<file path="config.mk">
export PLATFORM = sky130hd
export DESIGN_NAME = tlbLookup
export DESIGN_NICKNAME = d
export VERILOG_FILES = /design/src/hdl/mmuTlbPkg.sv /design/src/hdl/tlbLookup.sv
export SDC_FILE = /design/constraint.sdc
export NUM_CORES = 1
export LEC_CHECK = 0
export ABC_CLOCK_PERIOD_IN_PS = 3250
export BUFFER_PORTS_ARGS = -buffer_cell sky130_fd_sc_hd__buf_4
export CORE_AREA = 5 5 337 339
export DETAILED_ROUTE_END_ITERATION = 16
export DIE_AREA = 0 0 342 344
export SETUP_SLACK_MARGIN = 0.15
export SKIP_LAST_GASP = 1
export SLEW_MARGIN = 20
export SYNTH_ARGS = -nofsm -noshare
export SYNTH_HDL_FRONTEND = slang
export SYNTH_SLANG_ARGS = --single-unit
</file>
<file path="constraint.sdc">
create_clock -name vclk -period 3.25
set_clock_uncertainty 0.05 [all_clocks]
set_input_delay 0.325 -clock vclk [all_inputs]
set_output_delay 0.325 -clock vclk [all_outputs]
set_load 0.02 [all_outputs]
</file>
<file path="src/hdl/mmuTlbPkg.sv">
// ~~~~~~~~~~~~~~~~~~~~~~~~~~~~~~~~~~~~~~~~~~~~~~~~~~~~~~~~~~
// TLB types and constants. Addresses are always 48-bit, the
// TLB has 64 sets of 4 ways, and a generation tag is 8 bits.
// ~~~~~~~~~~~~~~~~~~~~~~~~~~~~~~~~~~~~~~~~~~~~~~~~~~~~~~~~~~
package mmuTlbPkg;

	// address geometry
	localparam int vaddrWidth = 48;
	localparam int pageShift = 12;
	localparam int vpnWidth = vaddrWidth - pageShift;

	// translation cache geometry
	localparam int setIndexWidth = 6;
	localparam int numSets = 1 << setIndexWidth;
	localparam int genWidth = 8;

	// request fields
	localparam int dataWidth = 128;
	localparam int opmWidth = 16;
	localparam int seqWidth = 16;
	localparam int excCodeWidth = 16;
	localparam int ldtlbWidth = 128;

	// command opcodes, compared against opm[7:0]
	localparam logic [7:0] opmIdle = 8'h00;
	localparam logic [7:0] opmLdtlb = 8'h05;
	localparam logic [7:0] opmInvtlb = 8'h06;

	// access class, compared against opm[7:4]
	localparam logic [3:0] opmLoadClass = 4'h9;
	localparam logic [3:0] opmStoreClass = 4'hA;

	localparam logic [excCodeWidth-1:0] excTlbMiss = 16'hA001;

	// page number sent out on a miss, offset appended below it
	localparam logic [vpnWidth-1:0] missPage = 36'h010;

	// load-entry data word: valid at bit 0, ppn at 47:12, vpn at 111:76
	localparam int ldValidBit = 0;
	localparam int ldPpnLsb = 12;
	localparam int ldPpnMsb = ldPpnLsb + vpnWidth - 1;
	localparam int ldVpnLsb = 76;
	localparam int ldVpnMsb = ldVpnLsb + vpnWidth - 1;

	// request and response on the L1 / L2 side
	typedef struct packed {
		logic [vaddrWidth-1:0] addr;
		logic [dataWidth-1:0] data;
		logic [opmWidth-1:0] opm;
		logic [seqWidth-1:0] seq;
	} memReqT;

	// MMU control, 64K wins when both page bits are set
	typedef struct packed {
		logic enable;
		logic pg16K;
		logic pg64K;
	} mmuCtrlT;

	typedef struct packed {
		logic valid;
		logic [genWidth-1:0] gen;
		logic [vpnWidth-1:0] vpn;
		logic [vpnWidth-1:0] ppn;
	} tlbEntryT;

	// way A is the most recently used
	typedef struct packed {
		tlbEntryT wayA;
		tlbEntryT wayB;
		tlbEntryT wayC;
		tlbEntryT wayD;
	} tlbSetT;

	typedef struct packed {
		logic [excCodeWidth-1:0] code;
		logic [vaddrWidth-1:0] tea;
	} tlbExcT;

endpackage

</file>
<file path="src/hdl/tlbLookup.sv">
// ~~~~~~~~~~~~~~~~~~~~~~~~~~~~~~~~~~~~~~~~~~~~~~~~~~~~~~~~~~
// Combinational tag compare and set update. Entries from an
// older generation never hit.
// ~~~~~~~~~~~~~~~~~~~~~~~~~~~~~~~~~~~~~~~~~~~~~~~~~~~~~~~~~~
`timescale 1ns/1ps

module tlbLookup
	import mmuTlbPkg::*;
(
	input logic [vaddrWidth-1:0] reqAddr,
	input logic isLdtlb,
	input logic [ldtlbWidth-1:0] ldtlbData,
	input mmuCtrlT ctrl,
	input logic [genWidth-1:0] generation,
	input tlbSetT curSet,
	output logic hit,
	output logic [vaddrWidth-1:0] physAddr,
	output tlbSetT newSet,
	output logic setChange
);

	tlbEntryT ways [4];
	logic [3:0] wayHit;
	logic [vpnWidth-1:0] reqVpn;
	logic [vpnWidth-1:0] vpnMask;
	logic [vpnWidth-1:0] hitPpn;
	tlbEntryT newEntry;

	assign ways[0] = curSet.wayA;
	assign ways[1] = curSet.wayB;
	assign ways[2] = curSet.wayC;
	assign ways[3] = curSet.wayD;

	assign reqVpn = reqAddr[vaddrWidth-1:pageShift];

	// low vpn bits are page offset for the larger pages
	always_comb
	begin
		vpnMask = '1;
		if (ctrl.pg64K)
		begin
			vpnMask[3:0] = 4'h0;
		end
		else if (ctrl.pg16K)
		begin
			vpnMask[1:0] = 2'h0;
		end
	end

	always_comb
	begin
		for (int i = 0; i < 4; i++)
		begin
			wayHit[i] = ways[i].valid && (ways[i].gen == generation) &&
				(((ways[i].vpn ^ reqVpn) & vpnMask) == '0);
		end
	end

	assign hit = |wayHit;

	// way A has priority should two ways match
	always_comb
	begin
		if (wayHit[0])
			hitPpn = curSet.wayA.ppn;
		else if (wayHit[1])
			hitPpn = curSet.wayB.ppn;
		else if (wayHit[2])
			hitPpn = curSet.wayC.ppn;
		else
			hitPpn = curSet.wayD.ppn;
	end

	always_comb
	begin
		physAddr = {hitPpn, reqAddr[pageShift-1:0]};
		if (ctrl.pg16K || ctrl.pg64K)
		begin
			physAddr[13:12] = reqAddr[13:12];
		end
		if (ctrl.pg64K)
		begin
			physAddr[15:14] = reqAddr[15:14];
		end
		// low physical space maps into the C window
		if (physAddr[vaddrWidth-1 -: 4] == 4'h0)
		begin
			physAddr[vaddrWidth-1 -: 4] = 4'hC;
		end
	end

	always_comb
	begin
		newEntry.valid = ldtlbData[ldValidBit];
		newEntry.gen = generation;
		newEntry.vpn = ldtlbData[ldVpnMsb:ldVpnLsb];
		newEntry.ppn = ldtlbData[ldPpnMsb:ldPpnLsb];
	end

	// insert at A or move the hit way to the front
	always_comb
	begin
		newSet = curSet;
		setChange = 1'b0;
		if (isLdtlb)
		begin
			newSet.wayA = newEntry;
			newSet.wayB = curSet.wayA;
			newSet.wayC = curSet.wayB;
			newSet.wayD = curSet.wayC;
			setChange = 1'b1;
		end
		else if (ctrl.enable && !wayHit[0])
		begin
			if (wayHit[1])
			begin
				newSet.wayA = curSet.wayB;
				newSet.wayB = curSet.wayA;
				setChange = 1'b1;
			end
			else if (wayHit[2])
			begin
				newSet.wayA = curSet.wayC;
				newSet.wayB = curSet.wayA;
				newSet.wayC = curSet.wayB;
				setChange = 1'b1;
			end
			else if (wayHit[3])
			begin
				newSet.wayA = curSet.wayD;
				newSet.wayB = curSet.wayA;
				newSet.wayC = curSet.wayB;
				newSet.wayD = curSet.wayC;
				setChange = 1'b1;
			end
		end
	end

endmodule

</file>
# == Word level (Yosys, flattened, before mapping) ==
# Index checks and enable logic that the tools add are counted.
# word_totals
ramBits,0
mem_bits_ro,0
mem_count,0
word_cells,50
register_bits,0
latchBits,0
# classes
n_bitwise,8
n_lt_le_gt_ge,0
muxes,21
n_eq_ne,4
multipliers,0
shifts,0
add_sub_neg,0
div_mod_pow,0
reduce_logical,17
# ops
operator,count
$mux 324,3
$mux 162,2
$mux 243,1
$and 36x36->36,4
$logic_not 36->1,4
$xor 36x36->36,4
$mux 36,3
$mux 81,1
$eq 8x8->1,4
$mux 2,5
$logic_and 1x1->1,9
$mux 1,5
$logic_not 4->1,1
$mux 4,1
$reduce_or 4->1,1
$logic_not 1->1,1
$logic_or 1x1->1,1

# == Depth between registers and ports, before layout ==
# Gate-level depths: netlist of run 1.
# depth
ltp_word,10
depth_mapped,12
mapped_depth_nobuf,9

# == Worst setup path after synthesis of run 1 ==
# No wires, ideal clock.
# synth_path
path_kind,input-to-output
from,input generation[1]
to,output newSet[323] in the netlist's numbering
t_arrival_ps,2784
path_stages,12
path_slack_ps,91
path_buffers,3
cell_sequence,buf_2 -> xor2_1 -> nor4_1 -> nand3_1 -> a2111o_1 -> o21ai_2 -> o21ai_2 -> nor2b_1 -> buf_2 -> buf_6 -> inv_1 -> a2bb2oi_1
# synth_lines
item,line_no,source
"start, declared",tlbLookup.sv:14,"input logic [genWidth-1:0] generation,"
"end, declared",tlbLookup.sv:18,"output tlbSetT newSet,"

# == Final worst setup path of run 1 ==
# layout_path
from,input reqAddr[29]
to,output physAddr[46]
# layout_via
elab_chain_len,9
word_cells_on_any_way,17
cone_classes,mux (4); bitwise (6); reduce/logical (7)
# layout_lines
item,line_no,source
"start, declared",tlbLookup.sv:10,"input logic [vaddrWidth-1:0] reqAddr,"
$xor 36x36->36,tlbLookup.sv:55,(((ways[i].vpn ^ reqVpn) & vpnMask) == '0);
$and 36x36->36,tlbLookup.sv:55,
$logic_not 36->1,tlbLookup.sv:55,
$logic_and 1x1->1,tlbLookup.sv:54,wayHit[i] = ways[i].valid && (ways[i].gen == generation) &&
$mux 36,tlbLookup.sv:68,else if (wayHit[2])
$mux 36,tlbLookup.sv:66,else if (wayHit[1])
$mux 36 *,tlbLookup.sv:64,if (wayHit[0])
$logic_not 4->1,tlbLookup.sv:86,if (physAddr[vaddrWidth-1 -: 4] == 4'h0)
$mux 4 *,tlbLookup.sv:86,
"end, declared",tlbLookup.sv:17,"output logic [vaddrWidth-1:0] physAddr,"
# Every way passes the cells marked *; elsewhere a longest branch is shown, timed or not.

==> impl_metrics.toml, run 1 <==
[global_routing]
track_usage_pct = 21.7
grt_max_degree = 87
grt_pass1_wl_microns = 172000
grt_pass1_vias = 17100
gr-total-overflow = 0
grt_antenna_before_repair = 56

[timing]
final-setup-viol-count = 360
grt_setup_unrepaired = "yes"
hold_ws_ps = 600
period_needed_ps = 3710
worst_pin_slew_ps = 722
layout_setup_ws_ps = -458
drv_slew = 0
finalHoldViolCount = 0
min_period_over_period_pct = 114
max_slew_margin_pct = 51.7
fmaxAchievable_mhz = 270
setup_tns_ps = -112860

[setup_path]
cp_max_fo = 6
cp_common_cell = "buf_4"
slowest_delay_ps = 330
worstPathRequired_ps = 2870
start_kind = "primary input"
cp-end-kind = "output port"
slowest_stage = "a221o_1"
crit_type = "primary input to output port"
path_cells = "buf_4 > buf_4 > xor2_1 > nor4_1 > nand4_1 > buf_4 > a2111oi_4 > buf_6 > buf_12 > clkbuf_16 > buf_12 > buf_8 > mux2i_2 > a21oi_2 > a21oi_2 > a221o_1 > buf_6"
critPathArrivalTime_ps = 3330

[route]
drtIter0Drc = 1429
wire_per_inst_microns = 35.3
drtAntennaViolNets = 0
drc = 0
routed_via_density = 4.47
finalWirelength_microns = 143000
first_pass_iters = 5
vias = 18100

[power]
vdd_drop_max_mv = 0.0771
p_leak_nw = 12.0
powerDensity_nw_per_um2 = 163

[flow_run]
drv_cap = 0

[finish]
flops_and_latches = 0
regArea_sq_um = 0
layout_common_cells = "896 x buf_4, 297 x buf_6, 196 x mux2_4"
final_common_cell = "buf_4"
nets = 3059
layout-drive-gt1-share_pct = 71.3
clkbuf_count = 0
area_growth_pct = 163

[floorplanning]
die_h_microns = 344
rows = 122
die_x_microns = 342
start_util_pct = 9.28
core_sq_um = 110000
fp.dieArea_sq_um = 118000
io_pins = 886

[synth]
yosysSeqAreaShare_pct = 0
ys_warn_count = 0
synth_cells = 1338
syn_area_per_cell_sq_um = 7.63
synthDistinctLibCells = 53
synth_fp_nets = 1850
syn_area_sq_um = 10200

[outcome]
violations = "setup timing"
status = "finished, violations left"

[min_path]
hold_class = "primary input to output port"

[placement]
hpwl_microns = 114000
gp_congestion = 0.954
io_buffers = 807

[clocking]
postCtsHoldBufs = 0
synth_stat cells (26+ instances only):
library cell	n	share of area, %
a211oi_1	39	2.9
a21oi_1	56	2.7
o21ai_0	79	3.9
a221o_1	34	3.3
inv_1	48	1.8
buf_2	39	1.9
nand3_1	30	1.5
a2bb2oi_1	32	2.7
mux2_2	234	26
nor2_1	48	1.8
mux2i_1	60	5.9
o31ai_1	28	2.1
a22oi_1	30	2.2
clkbuf_1	75	2.8
nand2b_1	30	1.8
nand2_1	61	2.2
nor4_1	28	1.7
xor2_1	75	6.4
xnor2_1	92	7.9
mux2_4	35	5.1
a21o_1	26	1.9
worst paths after layout:
path                    start      endpoint  slack [ps]  cells after the start
setup / recovery  reqAddr[29]  physAddr[46]        -460                     17
hold / removal    reqAddr[10]  physAddr[10]         600                      0
report_power, final:
part           internal, mW  switching, mW  total [mW]
Combinational          2.10           2.28        4.37
Clock            0.00000101              0  0.00000101
Sequential                0              0           0
kinds of logic after synthesis:
| logic type | count (synthesis) | synth area share [%] |
|---|---|---|
| muxes | 334 | 37.4 |
| AOI/OAI and AO/OA | 374 | 25.9 |
| and+or+nand+nor | 277 | 14.2 |
| xor gates and xnor gates | 167 | 14.3 |
| buffers and inverters | 186 | 8.12 |
area by class of cell:
type / instances / area [sq um]
fillers: 11900 / 83300
inverters: 48 / 184
well taps: 1488 / 1860
diodes: 25 / 62.6
repair buffers: 1344 / 13200
multi-input cells: 1153 / 11500
routing by layer:
metal | up-vias | part of all wire [%] | track usage [%]
met5 | - | 0.29 | 1.02
met4 | 48 | 4.1 | 4.53
met3 | 298 | 11 | 7.79
met2 | 1304 | 46 | 36.8
met1 | 8990 | 39 | 26.3
li1 | 7499 | - | -
metrics by stage:
stage	cells	area (sq um)	setup slack, ps	total power [mW]	util, %
final	4058	26800	-458	4.37	24.4
after global routing	4041	26800	-478	4.48	24.3
after global placement	3862	20800	-963	3.61	18.9
after floorplan	1338	10200	158	1.33	-
after CTS	3945	23600	-449	3.96	21.5
after detailed placement	3862	20800	-972	3.61	18.9
worst max-delay path: cells and delay by family:
family	cells	cell delay [ps]
buf+inv	9	1350
simple gates	2	470
compound gates	4	890
xor+xnor	1	230
mux	1	70
timing repair:
action	in CTS	in global routing
buffers inserted	65	67
pin swaps	86	145
setup endpoints to repair	362	362
gates resized for setup	366	518
cloned	18	22
No activity file was read; power rests on OpenSTA's default activity.
==> run 2: changes to the inputs <==
--- a/config.mk
+++ b/config.mk
@@ -5,11 +5,12 @@
 export SDC_FILE = /design/constraint.sdc
 export NUM_CORES = 1
 export LEC_CHECK = 0
+export ABC_AREA = 1
 export ABC_CLOCK_PERIOD_IN_PS = 3250
 export BUFFER_PORTS_ARGS = -buffer_cell sky130_fd_sc_hd__buf_4
-export CORE_AREA = 5 5 337 339
+export CORE_AREA = 5 5 342 344
 export DETAILED_ROUTE_END_ITERATION = 16
-export DIE_AREA = 0 0 342 344
+export DIE_AREA = 0 0 347 349
 export SETUP_SLACK_MARGIN = 0.15
 export SKIP_LAST_GASP = 1
 export SLEW_MARGIN = 20
==> run 2 against run 1 <==
  * The run now ends clean
  * Critical path depth grew 4
  * Sequential share of layout area is the same
  * Total power grew 1.1%
  * First-iteration DRC count grew 45%
  * Flip-flop and latch count is the same
  * Largest cell class is now multi-input combinational cells
  * Final area grew 1.7%
  * Fmax grew 17%
  * Area after synthesis grew 25%
  * Core utilization shrank 0.35 points
  * Wire length grew 20%
  * Non-clock buffer count shrank 13
  * Critical path type unchanged
==> impl_metrics.toml, run 2 <==
[setup_path]
cpLargestDelayFamily = "buffers and inverters"
cp.buffers_inverters = 9
critPathArrivalTime_ps = 2790
cp_max_fo = 8
start_kind = "primary input"
slowest_stage = "nand2_1"
crit_type = "primary input to output port"
worstPathRequired_ps = 2870
path_cells = "buf_4 > inv_1 > nand2_1 > nand2_1 > nor2_1 > nand2_1 > nor2_1 > buf_4 > nand2_4 > nor2_4 > nand2_4 > inv_4 > nor2_4 > o21ai_4 > buf_6 > buf_12 > buf_16 > buf_12 > nand2_2 > o21ai_1 > buf_4"
cp-end-kind = "output port"
slowest_delay_ps = 200
cp_num_cells = 21

[floorplanning]
start_util_pct = 11.2
die_x_microns = 347
core_sq_um = 114000
die_h_microns = 349
io_pins = 886
rows = 124
fp.dieArea_sq_um = 121000

[synth]
ys_warn_count = 0
synth_fp_nets = 3496
synth_cells = 2984
synth_top_cell_by_area = "nand2_1"
synthDistinctLibCells = 34
synth_top_area_share_pct = 34.2
syn_area_sq_um = 12700
yosysSeqAreaShare_pct = 0
syn_area_per_cell_sq_um = 4.27
yosysMostFrequentCell = "nand2_1"
synth.area.top_cells = "nand2_1 34%, nor2_1 13%, inv_1 11%"
ys_top_cells_by_count = "1161 x nand2_1, 440 x nor2_1, 358 x inv_1"

[global_routing]
grt_max_degree = 70
gr-total-overflow = 0
grt_pass1_vias = 24000
grt_antenna_before_repair = 72
grt_pass1_wl_microns = 216000
track_usage_pct = 25.8

[placement]
dp.cells = 5577
io_buffers = 807
gp_congestion = 1.03
hpwl_microns = 144000

[finish]
fillerInstances = 13200
nets = 4662
area_growth_pct = 114
finalNonFillerCells = 5694
layout_common_cells = "1138 x buf_4, 1004 x nand2_1, 381 x nor2_1"
layout-drive-gt1-share_pct = 42.0
regArea_sq_um = 0
flops_and_latches = 0
multi_input_area_sq_um = 12000
final_common_cell = "buf_4"
clkbuf_count = 0

[route]
wire_per_inst_microns = 30.2
routed_via_density = 4.47
first_pass_iters = 6
drtAntennaViolNets = 0
vias = 25500
finalWirelength_microns = 172000
drtIter0Drc = 2072
drc = 0

[timing]
final-setup-viol-count = 0
fmaxAchievable_mhz = 316
worst_pin_slew_ps = 564
finalHoldViolCount = 0
setup_tns_ps = 0
max_slew_margin_pct = 62.4
period_needed_ps = 3170
grt_setup_unrepaired = "yes"
drv_slew = 0
min_period_over_period_pct = 97.4

[power]
vdd_drop_max_mv = 0.0553
p_leak_nw = 14.6
powerDensity_nw_per_um2 = 162

[outcome]
status = "finished, final reports clean"

[flow_run]
drv_cap = 0

[min_path]
hold_depth = 0
hold_class = "primary input to output port"
## run 2: changes by cell type after synthesis, moves of 62 or more
cell     delta
nand3_1   +152
a21oi_1   +183
nand2_1  +1100
o21ai_0    +81
inv_1     +310
mux2_2    -234
o21ai_1   +144
xor2_1     -62
xnor2_1    -69
nor2_1    +392
## run 2: final timing paths
| check | startpoint | end | slack, ps |
|---|---|---|---|
| min | reqAddr[11] | physAddr[11] | 600 |
| max | curSet[146] | newSet[132] | 80 |
## run 2: per-layer routing
metal / GRT usage [%] / vias to the layer above / share of wire (%)
met5: 0 / - / 0.23
met4: 7.47 / 62 / 4.2
met3: 9.26 / 277 / 10
met2: 45.3 / 1380 / 48
met1: 29.5 / 12100 / 38
li1: - / 11700 / -
## run 2: metrics by stage
step	instance area (sq um)	hold slack [ps]	power (mW)	setup slack, ps	utilization [%]
after floorplan	12700	713	1.53	647	-
after global placement	23900	600	3.94	-379	21.1
final	27300	600	4.42	84.9	24.0
after CTS	25100	600	4.12	111	22.1
after global routing	27200	600	4.61	8.69	23.9
after detailed placement	23900	600	3.94	-324	21.1
## run 2: final cells by class
class | count | area share [%]
multi-input combinational | 2437 | 43.9
antenna | 34 | 0.312
inverter | 380 | 5.40
timing repair buffer | 1331 | 43.4
tap | 1512 | 6.94
## run 2: power breakdown
part	total [mW]	leakage, nW	switching, mW	internal (mW)
combinational	4.42	14.6	2.63	1.79
clock	0.00000129	0.000216	0	0.00000129
sequential	0	0	0	0
total	4.42	14.6	2.63	1.79
## run 2: kinds of logic after synthesis
| family | Yosys count | share of synthesized area, % |
|---|---|---|
| compound gates | 552 | 21.9 |
| buf+inv | 547 | 17.8 |
| simple gates | 1849 | 57.8 |
| xor+xnor | 36 | 2.47 |
## run 2: what timing repair did
item | CTS | global route
setup endpoints to repair | 352 | 360
resized for setup | 197 | 421
hold buffers | 0 | 0
buffers inserted | 24 | 32
pin swaps | 20 | 90
gates cloned | 12 | 15
