$ cat src/hdl/mmuTlbPkg.sv
// ~~~~~~~~~~~~~~~~~~~~~~~~~~~~~~~~~~~~~~~~~~~~~~~~~~~~~~~~~~
// TLB types and constants. Addresses are always 48-bit, the
// TLB has 64 sets of 4 ways, and a generation tag is 8 bits.
// ~~~~~~~~~~~~~~~~~~~~~~~~~~~~~~~~~~~~~~~~~~~~~~~~~~~~~~~~~~
package mmuTlbPkg;

	// address geometry
	localparam int vaddrWidth = 48;
	localparam int pageShift = 12;
	localparam int vpnWidth = vaddrWidth - pageShift;

	// translation cache geometry
	localparam int setIndexWidth = 6;
	localparam int numSets = 1 << setIndexWidth;
	localparam int genWidth = 8;

	// request fields
	localparam int dataWidth = 128;
	localparam int opmWidth = 16;
	localparam int seqWidth = 16;
	localparam int excCodeWidth = 16;
	localparam int ldtlbWidth = 128;

	// command opcodes, compared against opm[7:0]
	localparam logic [7:0] opmIdle = 8'h00;
	localparam logic [7:0] opmLdtlb = 8'h05;
	localparam logic [7:0] opmInvtlb = 8'h06;

	// access class, compared against opm[7:4]
	localparam logic [3:0] opmLoadClass = 4'h9;
	localparam logic [3:0] opmStoreClass = 4'hA;

	localparam logic [excCodeWidth-1:0] excTlbMiss = 16'hA001;

	// page number sent out on a miss, offset appended below it
	localparam logic [vpnWidth-1:0] missPage = 36'h010;

	// load-entry data word: valid at bit 0, ppn at 47:12, vpn at 111:76
	localparam int ldValidBit = 0;
	localparam int ldPpnLsb = 12;
	localparam int ldPpnMsb = ldPpnLsb + vpnWidth - 1;
	localparam int ldVpnLsb = 76;
	localparam int ldVpnMsb = ldVpnLsb + vpnWidth - 1;

	// request and response on the L1 / L2 side
	typedef struct packed {
		logic [vaddrWidth-1:0] addr;
		logic [dataWidth-1:0] data;
		logic [opmWidth-1:0] opm;
		logic [seqWidth-1:0] seq;
	} memReqT;

	// MMU control, 64K wins when both page bits are set
	typedef struct packed {
		logic enable;
		logic pg16K;
		logic pg64K;
	} mmuCtrlT;

	typedef struct packed {
		logic valid;
		logic [genWidth-1:0] gen;
		logic [vpnWidth-1:0] vpn;
		logic [vpnWidth-1:0] ppn;
	} tlbEntryT;

	// way A is the most recently used
	typedef struct packed {
		tlbEntryT wayA;
		tlbEntryT wayB;
		tlbEntryT wayC;
		tlbEntryT wayD;
	} tlbSetT;

	typedef struct packed {
		logic [excCodeWidth-1:0] code;
		logic [vaddrWidth-1:0] tea;
	} tlbExcT;

endpackage

$ cat src/hdl/tlbBypassDecode.sv
// ~~~~~~~~~~~~~~~~~~~~~~~~~~~~~~~~~~~~~~~~~~~~~~~~~~~~~~~~~~
// Window classification and final request forming. Only
// loads and stores outside the physical and MMIO windows translate.
// ~~~~~~~~~~~~~~~~~~~~~~~~~~~~~~~~~~~~~~~~~~~~~~~~~~~~~~~~~~
`timescale 1ns/1ps

module tlbBypassDecode
	import mmuTlbPkg::*;
(
	input memReqT req,
	input mmuCtrlT ctrl,
	input logic hit,
	input logic [vaddrWidth-1:0] physAddr,
	output memReqT outReq,
	output tlbExcT exc,
	output logic translate
);

	logic [3:0] topNibble;
	logic hi4G;
	logic lo4G;
	logic isPhys;
	logic isPhysD;
	logic isMmio;
	logic isLoadStore;

	assign topNibble = req.addr[vaddrWidth-1 -: 4];
	assign hi4G = (req.addr[47:32] == 16'hFFFF);
	assign lo4G = (req.addr[47:32] == 16'h0000);

	// C and D regions, plus the low half of the top 4G
	assign isPhysD = (topNibble == 4'hD);
	assign isPhys = (topNibble == 4'hC) || isPhysD || (hi4G && !req.addr[31]);

	// F region, or the top 256M of the lowest or highest 4G
	assign isMmio = (topNibble == 4'hF) ||
		((req.addr[31:28] == 4'hF) && (hi4G || lo4G));

	assign isLoadStore = (req.opm[7:4] == opmLoadClass) ||
		(req.opm[7:4] == opmStoreClass);

	assign translate = ctrl.enable && isLoadStore && !isPhys && !isMmio;

	always_comb
	begin
		outReq = req;
		exc.code = '0;
		exc.tea = req.addr;

		if (isPhysD)
		begin
			outReq.opm[11] = 1'b1;
		end

		if (translate)
		begin
			if (hit)
			begin
				outReq.addr = physAddr;
			end
			else
			begin
				// miss goes to a fixed page, offset kept
				outReq.addr = {missPage, req.addr[pageShift-1:0]};
				outReq.opm[11:8] = 4'hF;
				exc.code = excTlbMiss;
			end
		end
		else if (isPhys)
		begin
			outReq.addr[vaddrWidth-1 -: 4] = 4'hC;
			if (hi4G)
			begin
				outReq.addr[43:32] = 12'h000;
			end
		end
	end

endmodule

$ cat config.mk
export PLATFORM = sky130hd
export DESIGN_NAME = tlbBypassDecode
export DESIGN_NICKNAME = d
export VERILOG_FILES = /design/src/hdl/mmuTlbPkg.sv /design/src/hdl/tlbBypassDecode.sv
export SDC_FILE = /design/constraint.sdc
export NUM_CORES = 1
export LEC_CHECK = 0
export BUFFER_PORTS_ARGS = -buffer_cell sky130_fd_sc_hd__buf_2
export CORE_AREA = 4 4 203 205
export DETAILED_ROUTE_END_ITERATION = 10
export DIE_AREA = 0 0 207 209
export PLACE_DENSITY = 0.38
export SYNTH_ARGS = -nofsm -noshare
export SYNTH_HDL_FRONTEND = slang
export SYNTH_SLANG_ARGS = --single-unit
$ cat constraint.sdc
create_clock -name vclk -period 2
set_clock_uncertainty 0.05 [all_clocks]
set_input_delay 0.2 -clock vclk [all_inputs]
set_output_delay 0.2 -clock vclk [all_outputs]
set_load 0.05 [all_outputs]
After elaboration in Yosys (flattened, before gate mapping)
Cells that the tools add are included.
W data, S select, Z words.
{"block": "word_totals", "ff_bits": 0}
{"block": "classes", "n_eq_ne": 7, "n_mux": 10, "reduce_logical": 14}
{"operator": "$mux W16", "count": 4}
{"operator": "$mux W48", "count": 1}
{"operator": "$mux W32", "count": 1}
{"operator": "$eq A4 B4 Y1 const B", "count": 6}
{"operator": "$eq A16 B16 Y1 const B", "count": 1}
{"operator": "$logic_not A16 Y1", "count": 1}
{"operator": "$mux W12", "count": 1}
{"operator": "$mux W4", "count": 2}
{"operator": "$logic_and A1 B1 Y1", "count": 5}
{"operator": "$logic_or A1 B1 Y1", "count": 5}
{"operator": "$logic_not A1 Y1", "count": 3}
{"operator": "$mux W1", "count": 1}

Longest topological paths before layout
Gate-level depths: netlist of run 1.
{"block": "logic_depth", "word_depth": 7, "ltp_mapped": 6, "depth_no_buf": 5}

Least setup slack after synthesis of run 1
No wires, ideal clock.
{"block": "synth_timing", "path_kind": "input to output", "startpoint": "in req[199] (netlist name)", "endpoint": "out outReq[182] (netlist name)", "arrival_ns": 2.018, "path_slack_ns": -0.268, "cell_stages": 6, "path_buffers": 1, "cell_sequence": "nor4_2 > nand3_1 > o21ai_2 > inv_2 > buf_6 > mux2i_1"}
{"element": "start: declaration", "line_no": "tlbBypassDecode.sv:10", "text": "input memReqT req,"}
{"element": "end: declaration", "line_no": "tlbBypassDecode.sv:14", "text": "output memReqT outReq,"}

==> flow_summary_export.csv, run 1 <==
group,metric,value,unit
run_status,status,"complete, but fails checks",
run_status,violations,"setup timing",
finish,drive_gt1_share,77.92,%
placed_design,placed_area,0.003181,mm2
routing,wl_per_cell,14.75,um
finish,fin_util,9.595,%
placed_design,numPortBuffers,214,
placed_design,preCtsSetupSlack,-296.8,ps
timing,setup_ws,-38.24,ps
die,core,0.03946,mm2
timing,rsz0062_at_grt,"yes",
power,pwr-share-seq,0,%
yosys,yosys.area.top_type_share,62.84,%
routing,vias,2364,
global_routing,grt_pass1_wl,17.44,mm
global_routing,overflow,0,
timing,min_period_over_period,101.9,%
yosys,syn_inst,351,
routing,drc,0,
timing,hold_viol_final,0,
timing,fin_setup_tns,-233.4,ps
power,finalPower,1.167,mW
yosys,yosysMostFrequentCell,"buf_4",
worst_setup_path,crit_fanout,13,
finish,area_growth,44.72,%
placed_design,dp_hpwl,11.24,mm
global_routing,grt_pass1_vias,2490,
timing,setup_viol,13,
finish,nFlopsAndLatches,0,
finish,clock_buffers,0,
die,die_area,0.04326,mm2
yosys,synth.largest_area_cell,"buf_4",
worst_setup_path,cp-start-kind,"primary input",
finish,finalInstanceArea,0.003786,mm2
routing,firstDrtPassIters,4,
timing,min_period,2038,ps
die,die_w,207,um
yosys,syn_area,0.002616,mm2
flow_run,drv_cap,0,
worst_setup_path,path_class,"primary input to output port",
yosys,yosysWarningCount,0,
hold_path,hold_class,"primary input to output port",
global_routing,antenna_found_initial,1,
power,power.switching,758.9,uW
finish,seqCellArea,0,um2
timing,drv_slew,0,
worst_setup_path,worst_ep_required_time,1750,ps
global_routing,gr-usage-all-layers,5.417,%
routing,via_per_inst,2.598,
power,power_density,308.3,mW/mm2
yosys,ys_seq_area_share,0,%
yosys,synthTopCellsByCount,"buf_4 (219), inv_1 (23), nand2_1 (23), mux2i_1 (21), a32o_1 (14)",
yosys,synth_area_leaders,"buf_4 (63%), mux2i_1 (8.0%), a32o_1 (5.4%)",
timing,clock.fmax,490.6,MHz
routing,dr.first_iter.drc_count,83,
power,cell_internal_pwr,408.5,uW
placed_design,gp_congestion,0.8517,
power,power.leakage,1.698,nW
die,boundaryPins,533,
die,rows,73,
finish,layout.nets,647,
power,p_clk_share,0,%
die,die_h,209,um
routing,drt_wl_total,13.42,mm
power,ir_drop,74.16,uV
yosys,yosysUniqueCellTypes,32,
power,switching_share,65.01,%
global_routing,grt_max_degree,28,
finish,antenna_cells,0,
die,floorplan.initialDensity,6.631,%
yosys,avgSynthCellArea,7.454,um2
routing,ant_nets,0,
worst_setup_path,cp-end-kind,"output port",
power,pwr-share-comb,100.0,%
worst_setup_path,worst_ep_arrival_time,1790,ps
==> cell type report <==
type | instances | area (um2)
fill | 4622 | 35670
timing repair buffer | 251 | 1864
multi-input combinational | 110 | 1170
tap | 525 | 656.9
inverter | 24 | 95.09
==> what timing repair did <==
action / 4_1_cts / 5_1_grt
endpoints found under the setup margin: 53 / 41
cloned: 4 / 1
buffers inserted: 2 / 1
pin swaps: 8 / 9
resized for setup: 111 / 32
hold buffers: 0 / 0
==> path summary, 6_finish.rpt <==
check / startpoint / end / slack [ps] / cells after the start
min: req[34] / outReq[34] / 350 / 0
max: req[198] / outReq[197] / -40 / 7
==> stage by stage <==
step / hold WS, ps / instances
after floorplan: 517.1 / 363
after global placement: 350.3 / 904
after detailed placement: 350.3 / 904
after CTS: 350.3 / 909
after global routing: 350.1 / 910
final: 350.0 / 910
==> power groups by stage <==
| stage | Clock (mW) | Sequential, mW | Combinational [mW] |
|---|---|---|---|
| 2_1_floorplan | 0 | 0 | 1.60 |
| 3_3_place_gp | 0 | 0 | 1.04 |
| 3_5_place_dp | 0 | 0 | 1.05 |
| 4_1_cts | 0 | 0 | 1.17 |
| 5_1_grt | 0 | 0 | 1.22 |
| 6_report | 0 | 0 | 1.17 |
==> cells by family after synthesis <==
| group | share of synthesized area (%) |
|---|---|
| xor+xnor | 0.3348 |
| other cells | 0.1433 |
| compound gates | 7.508 |
| mux | 14.49 |
| simple gates | 8.417 |
| buf+inv | 69.11 |
==> metal layers <==
layer,global-route usage [%],vias to the layer above,wire [um]
li1,-,973,-
met3,1.772,102,1453
met1,4.838,1019,4097
met5,0.8899,-,51
met4,3.534,2,1091
met2,10.28,268,6730
==> worst max-delay path: stages <==
cell and delay, ps:
buf_8 100, nor4b_4 300, nand3_2 150, o2111a_2 340, bufbuf_16 300, a32o_2 240, buf_12 150
==> cell usage in the layout (no fill, tap or decap), types with 3 or more instances in the layout <==
master    instances
a32o_1           13
buf_12            9
buf_2           156
buf_4            38
buf_6            36
buf_8             8
conb_1           13
inv_1            23
mux2_4           13
mux2i_2           8
mux2i_4          12
nand2_1          22
nand4_1           4
nor4_4            4
o21bai_1          3
Power figures use the tool's default switching activity.
==> inputs of run 2 (changes only) <==
==> config.mk (replaced) <==
export PLATFORM = sky130hd
export DESIGN_NAME = tlbBypassDecode
export DESIGN_NICKNAME = d
export VERILOG_FILES = /design/src/hdl/mmuTlbPkg.sv /design/src/hdl/tlbBypassDecode.sv
export SDC_FILE = /design/constraint.sdc
export NUM_CORES = 1
export LEC_CHECK = 0
export ABC_AREA = 1
export ABC_CLOCK_PERIOD_IN_PS = 2000
export CORE_AREA = 4 4 206 208
export DETAILED_ROUTE_END_ITERATION = 10
export DIE_AREA = 0 0 210 212
export DONT_BUFFER_PORTS = 1
export PLACE_DENSITY = 0.3
export SYNTH_ARGS = -nofsm -noshare
export SYNTH_HDL_FRONTEND = slang
export SYNTH_SLANG_ARGS = --single-unit
==> run 2 against run 1 <==
Against the previous run:
- the run now ends clean
- combinational power decreased by 17%
- final area decreased by 7.9%
- non-clock buffer count decreased by 181
- total power decreased by 17%
- setup slack improved by 120 ps
- wire length increased by 13%
- cell count increased by 8.0%
- global-route usage increased by 0.31 points
- sequential share of layout area unchanged
- critical endpoint is now outReq[168]
- largest cell class is now multi-input gates
==> flow_summary_export.csv, run 2 <==
group,metric,value,unit
run_status,status,"finished, final reports clean",
finish,fillers,4826,
yosys,synth-compound-area-share,0,%
routing,maxUsedRoutingLayer,"met4",
global_routing,gr-usage-all-layers,5.727,%
routing,ant_nets,0,
worst_setup_path,path_class,"primary input to output port",
die,rows,74,
routing,dr.first_iter.drc_count,101,
timing,setup_ws,86.45,ps
flow_run,drv_cap,0,
timing,min_period_over_period,95.68,%
worst_setup_path,max_stage_delay,260,ps
yosys,yosysWarningCount,0,
die,die_h,212,um
finish,layout_common_cells,"nand2_1 (252), buf_12 (57), inv_1 (54)",
global_routing,antenna_found_initial,0,
placed_design,preCtsSetupSlack,27.75,ps
yosys,yosysMostFrequentCell,"nand2_1",
timing,drv_slew,0,
power,finalPower,972.7,uW
finish,mostFrequentLayoutCell,"nand2_1",
yosys,avgSynthCellArea,5.330,um2
power,power.leakage,1.829,nW
routing,wl_met1,5.269,mm
finish,area_growth,8.317,%
routing,firstDrtPassIters,4,
timing,min_period,1914,ps
global_routing,grt_pass1_vias,2638,
yosys,synth_mux_area_share,0,%
yosys,syn_area,0.003219,mm2
finish,layout.nets,712,
yosys,yosys.area.top_type_share,51.54,%
global_routing,grt_pass1_wl,18.79,mm
hold_path,hold_class,"primary input to output port",
finish,seqCellArea,0,um2
worst_setup_path,crit_fanout,17,
worst_setup_path,crit_buf_inv,3,
yosys,synthTopCellsByCount,"nand2_1 (253), buf_4 (221), inv_1 (54), nor2_1 (23), nand3_1 (18)",
die,boundaryPins,533,
routing,wl_per_cell,15.43,um
die,core,0.04055,mm2
timing,setup_viol,0,
finish,fin_util,8.599,%
routing,drc,0,
power,cell_internal_pwr,395.8,uW
power,p_clk_share,0,%
yosys,synth_area_leaders,"buf_4 (52%), nand2_1 (29%), inv_1 (6.3%)",
routing,vias,2701,
timing,clock.fmax,522.6,MHz
worst_setup_path,cp-start-kind,"primary input",
power,ir_drop,93.65,uV
placed_design,numPortBuffers,0,
yosys,synthAdderAreaFrac,0,%
timing,hold_viol_final,0,
placed_design,dpl.cell_count,975,
routing,dr_wl_met2,7.445,mm
placed_design,gp_congestion,0.6841,
worst_setup_path,cp-end-kind,"output port",
die,floorplan.initialDensity,7.938,%
worst_setup_path,worst_ep_required_time,1750,ps
timing,rsz0062_at_grt,"yes",
global_routing,grt_max_degree,49,
finish,drive_gt1_share,18.67,%
worst_setup_path,critPathSlowestCell,"or2_0",
yosys,syn_inst,604,
power,switching_share,59.31,%
die,die_area,0.04452,mm2
hold_path,min_to,"outReq[78]",
finish,multiInputGateArea,0.001335,mm2
power,pwr-share-comb,100.0,%
power,power_density,278.9,mW/mm2
yosys,synth_top_family_by_area,"buffers and inverters",
placed_design,dp_hpwl,12.07,mm
power,pwr-share-seq,0,%
hold_path,holdPathStages,0,
die,die_w,210,um
routing,drt_wl_total,15.17,mm
routing,via_per_inst,2.748,
yosys,synth.largest_area_cell,"buf_4",
finish,clock_buffers,0,
yosys,ys_seq_area_share,0,%
clock_network,hold_buffers,0,
hold_path,min_from,"req[78]",
finish,nFlopsAndLatches,0,
worst_setup_path,crit_top_cell,"nand2_1",
yosys,synth-simple-area-share,38.44,%
routing,wl_met3,1.785,mm
worst_setup_path,worst_ep_arrival_time,1660,ps
global_routing,overflow,0,
finish,final_cells,983,
yosys,synthXorXnorAreaFrac,0.2721,%
yosys,yosysUniqueCellTypes,23,
worst_setup_path,critical_path.top_delay_family,"simple AND/OR/NAND/NOR gates",
power,power.switching,576.9,uW
worst_setup_path,cp_cell_sequence,"nand2_1, or2_0, nor3_2, nand2_2, nor2_4, buf_12, clkbuf_16, nand2_1, nand2_1, buf_12",
timing,hold_slack,350.0,ps
[run 2: changes by cell type in the layout (fill, tap and decap cells not counted), sizes merged, moves of 2 or more]
| cell | previous run | this run |
|---|---|---|
| mux2i | 21 | 0 |
| a32o | 14 | 0 |
| inv | 23 | 56 |
| nor2 | 1 | 26 |
| buf | 248 | 68 |
| nand4 | 4 | 1 |
| o21ai | 2 | 0 |
| nor4 | 4 | 0 |
| nand3 | 1 | 18 |
| o21bai | 3 | 0 |
| mux2 | 13 | 0 |
| nand2 | 23 | 259 |
| or2 | 0 | 4 |
[run 2: how the worst max path moves through the flow]
stage | from | to | slack (ps) | cells past startpoint
2_1_floorplan | req[23] | exc[61] | 20 | 9
3_3_place_gp | req[23] | outReq[190] | 20 | 9
3_5_place_dp | req[23] | outReq[190] | 30 | 9
4_1_cts | req[23] | outReq[190] | 20 | 9
5_1_grt | req[23] | outReq[176] | -4 | 10
6_report | req[23] | outReq[168] | 90 | 10
[run 2: logic make-up (layout without fill, tap and decap cells)]
group,count (synthesis),after routing
simple gates,308,310
xor+xnor,1,1
buf+inv,294,126
other cells,1,14
[run 2: per-layer routing]
| metal | GRT usage, % | vias to the layer above |
|---|---|---|
| met5 | 0 | - |
| met4 | 2.408 | 0 |
| met3 | 2.361 | 86 |
| met2 | 10.07 | 268 |
| met1 | 6.084 | 1121 |
| li1 | - | 1226 |
[run 2: stage by stage]
stage / TNS (ps) / instance area [um2]
2_1_floorplan: 0 / 3264
3_3_place_gp: 0 / 3364
3_5_place_dp: 0 / 3364
4_1_cts: 0 / 3364
5_1_grt: -7.999 / 3485
6_report: 0 / 3487
[run 2: repair_timing]
action | CTS | global route
endpoints found under the setup margin | 0 | 26
buffers inserted | 0 | 3
resized for setup | 0 | 3
[run 2: layout make-up]
cell class	instances	area share, %
inverter	56	6.028
tap	532	19.09
antenna	1	0.07176
multi-input combinational	324	38.28
timing repair buffer	70	36.53
[run 2: power groups by stage]
| stage | Clock [mW] | Combinational (mW) | Sequential, mW |
|---|---|---|---|
| after CTS | 0 | 0.963 | 0 |
| after floorplan | 0 | 1.66 | 0 |
| after detailed placement | 0 | 0.962 | 0 |
| after global routing | 0 | 1.03 | 0 |
| after global placement | 0 | 0.960 | 0 |
| final | 0.0000000669 | 0.973 | 0 |
==> inputs of run 3 (changes only) <==
--- a/config.mk
+++ b/config.mk
@@ -6,7 +6,7 @@
 export NUM_CORES = 1
 export LEC_CHECK = 0
 export ABC_AREA = 1
-export ABC_CLOCK_PERIOD_IN_PS = 2000
+export ABC_CLOCK_PERIOD_IN_PS = 1800
 export CORE_AREA = 4 4 206 208
 export DETAILED_ROUTE_END_ITERATION = 10
 export DIE_AREA = 0 0 210 212
==> constraint.sdc (replaced) <==
create_clock -name vclk -period 1.8
set_clock_uncertainty 0.05 [all_clocks]
set_input_delay 0.18 -clock vclk [all_inputs]
set_output_delay 0.18 -clock vclk [all_outputs]
set_load 0.05 [all_outputs]
==> run 3 against run 2 <==
Against the previous run:
- the flow now finishes with violations (setup timing)
- critical path depth up 1
- combinational power up 16%
- core utilization up 0.74 points
- cell count down 0.20%
- sequential cell count unchanged
- wire length up 5.5%
- highest routed layer unchanged
- final area up 8.6%
- largest power group unchanged
- die area unchanged
- global-route usage up 0.68 points
==> flow_summary_export.csv, run 3 (same netlist as run 2, synthesis figures left out) <==
group,metric,value,unit
run_status,status,"complete, but fails checks",
run_status,violations,"setup timing",
worst_setup_path,cp-start-kind,"primary input",
power,ir_drop,77.22,uV
finish,layout_common_cells,"nand2_1 (189), inv_1 (53), buf_12 (53)",
finish,drive_gt1_share,33.18,%
routing,drt_wl_total,16.01,mm
power,power_density,297.3,mW/mm2
finish,seqCellArea,0,um2
worst_setup_path,crit_fanout,8,
worst_setup_path,worst_ep_arrival_time,1630,ps
die,rows,74,
routing,ant_nets,0,
hold_path,hold_class,"primary input to output port",
die,boundaryPins,533,
timing,setup_ws,-57.91,ps
power,power.leakage,1.920,nW
routing,wl_per_cell,16.32,um
routing,wl_met3,2.086,mm
timing,clock.fmax,538.2,MHz
routing,dr_wl_met2,7.792,mm
worst_setup_path,cp-end-kind,"output port",
finish,mostFrequentLayoutCell,"nand2_1",
worst_setup_path,path_class,"primary input to output port",
placed_design,preCtsSetupSlack,-170.3,ps
finish,fin_util,9.342,%
placed_design,gp_congestion,0.6610,
die,die_w,210,um
global_routing,antenna_found_initial,0,
finish,fillers,4811,
worst_setup_path,critPathSlowestCell,"bufbuf_16",
routing,drc,0,
global_routing,grt_pass1_wl,20.87,mm
die,die_h,212,um
die,die_area,0.04452,mm2
placed_design,dp_hpwl,13.47,mm
routing,wl_met1,5.396,mm
finish,antenna_cells,0,
timing,hold_viol_final,0,
timing,setup_viol,43,
finish,layout.nets,711,
die,core,0.04055,mm2
routing,dr.first_iter.drc_count,112,
finish,area_growth,17.68,%
worst_setup_path,critical_path.top_delay_family,"simple AND/OR/NAND/NOR gates",
routing,maxUsedRoutingLayer,"met4",
timing,drv_slew,0,
routing,vias,2736,
die,floorplan.initialDensity,7.938,%
clock_network,hold_buffers,0,
global_routing,gr-usage-all-layers,6.411,%
worst_setup_path,cp_cell_sequence,"nand2_4, or2_4, nor3_4, buf_6, nand2_4, nor2_4, buf_12, bufbuf_16, nand2_1, nand2_2, buf_12",
timing,min_period,1858,ps
global_routing,grt_pass1_vias,2807,
timing,rsz0062_at_grt,"yes",
finish,nFlopsAndLatches,0,
flow_run,drv_cap,0,
worst_setup_path,crit_buf_inv,4,
global_routing,overflow,0,
worst_setup_path,worst_ep_required_time,1570,ps
finish,multiInputGateArea,0.001600,mm2
timing,min_period_over_period,103.2,%
routing,firstDrtPassIters,4,
worst_setup_path,max_stage_delay,270,ps
global_routing,grt_max_degree,49,
routing,via_per_inst,2.789,
finish,clock_buffers,0,
placed_design,numPortBuffers,0,
## run 3: path summary, 6_finish.rpt
kind | slack [ps] | cells past startpoint | from | to
worst max-delay path | -60 | 11 | ctrl[2] | outReq[200]
worst min-delay path | 310 | 0 | req[115] | outReq[115]
## run 3: through the flow
stage | cell area [um2] | TNS (ps) | total power [mW] | hold slack [ps] | instances
after detailed placement | 3336 | -7292 | 1.054 | 310.3 | 973
after CTS | 3618 | -1808 | 1.110 | 310.3 | 978
after floorplan | 3312 | -4.491 | 1.852 | 477.1 | 616
after global routing | 3789 | -5674 | 1.194 | 310.1 | 981
final | 3789 | -1155 | 1.126 | 310.0 | 981
after global placement | 3336 | -10650 | 1.052 | 310.3 | 973
## run 3: final cells by class
cell class | count | area share [%]
Multi-Input combinational cell | 322 | 42.24
Tap cell | 532 | 17.57
Timing Repair Buffer | 71 | 34.48
Inverter | 56 | 5.713
## run 3: where the power goes
part	total, mW	switching (mW)	leakage (nW)	internal, mW
clock	0	0	0	0
combinational	1.13	0.671	1.92	0.456
sequential	0	0	0	0
total	1.13	0.671	1.92	0.456
## run 3: repair_timing
action / in CTS / in global routing
setup endpoints to repair: 56 / 56
gates resized for setup: 57 / 33
setup buffers: 3 / 3
pin swaps: 4 / 10
gates cloned: 2 / 1
## run 3: metal layers
metal / GRT usage [%] / up-vias
met5: 0 / -
met4: 2.498 / 0
met3: 3.187 / 74
met2: 11.22 / 274
met1: 6.602 / 1165
li1: - / 1223
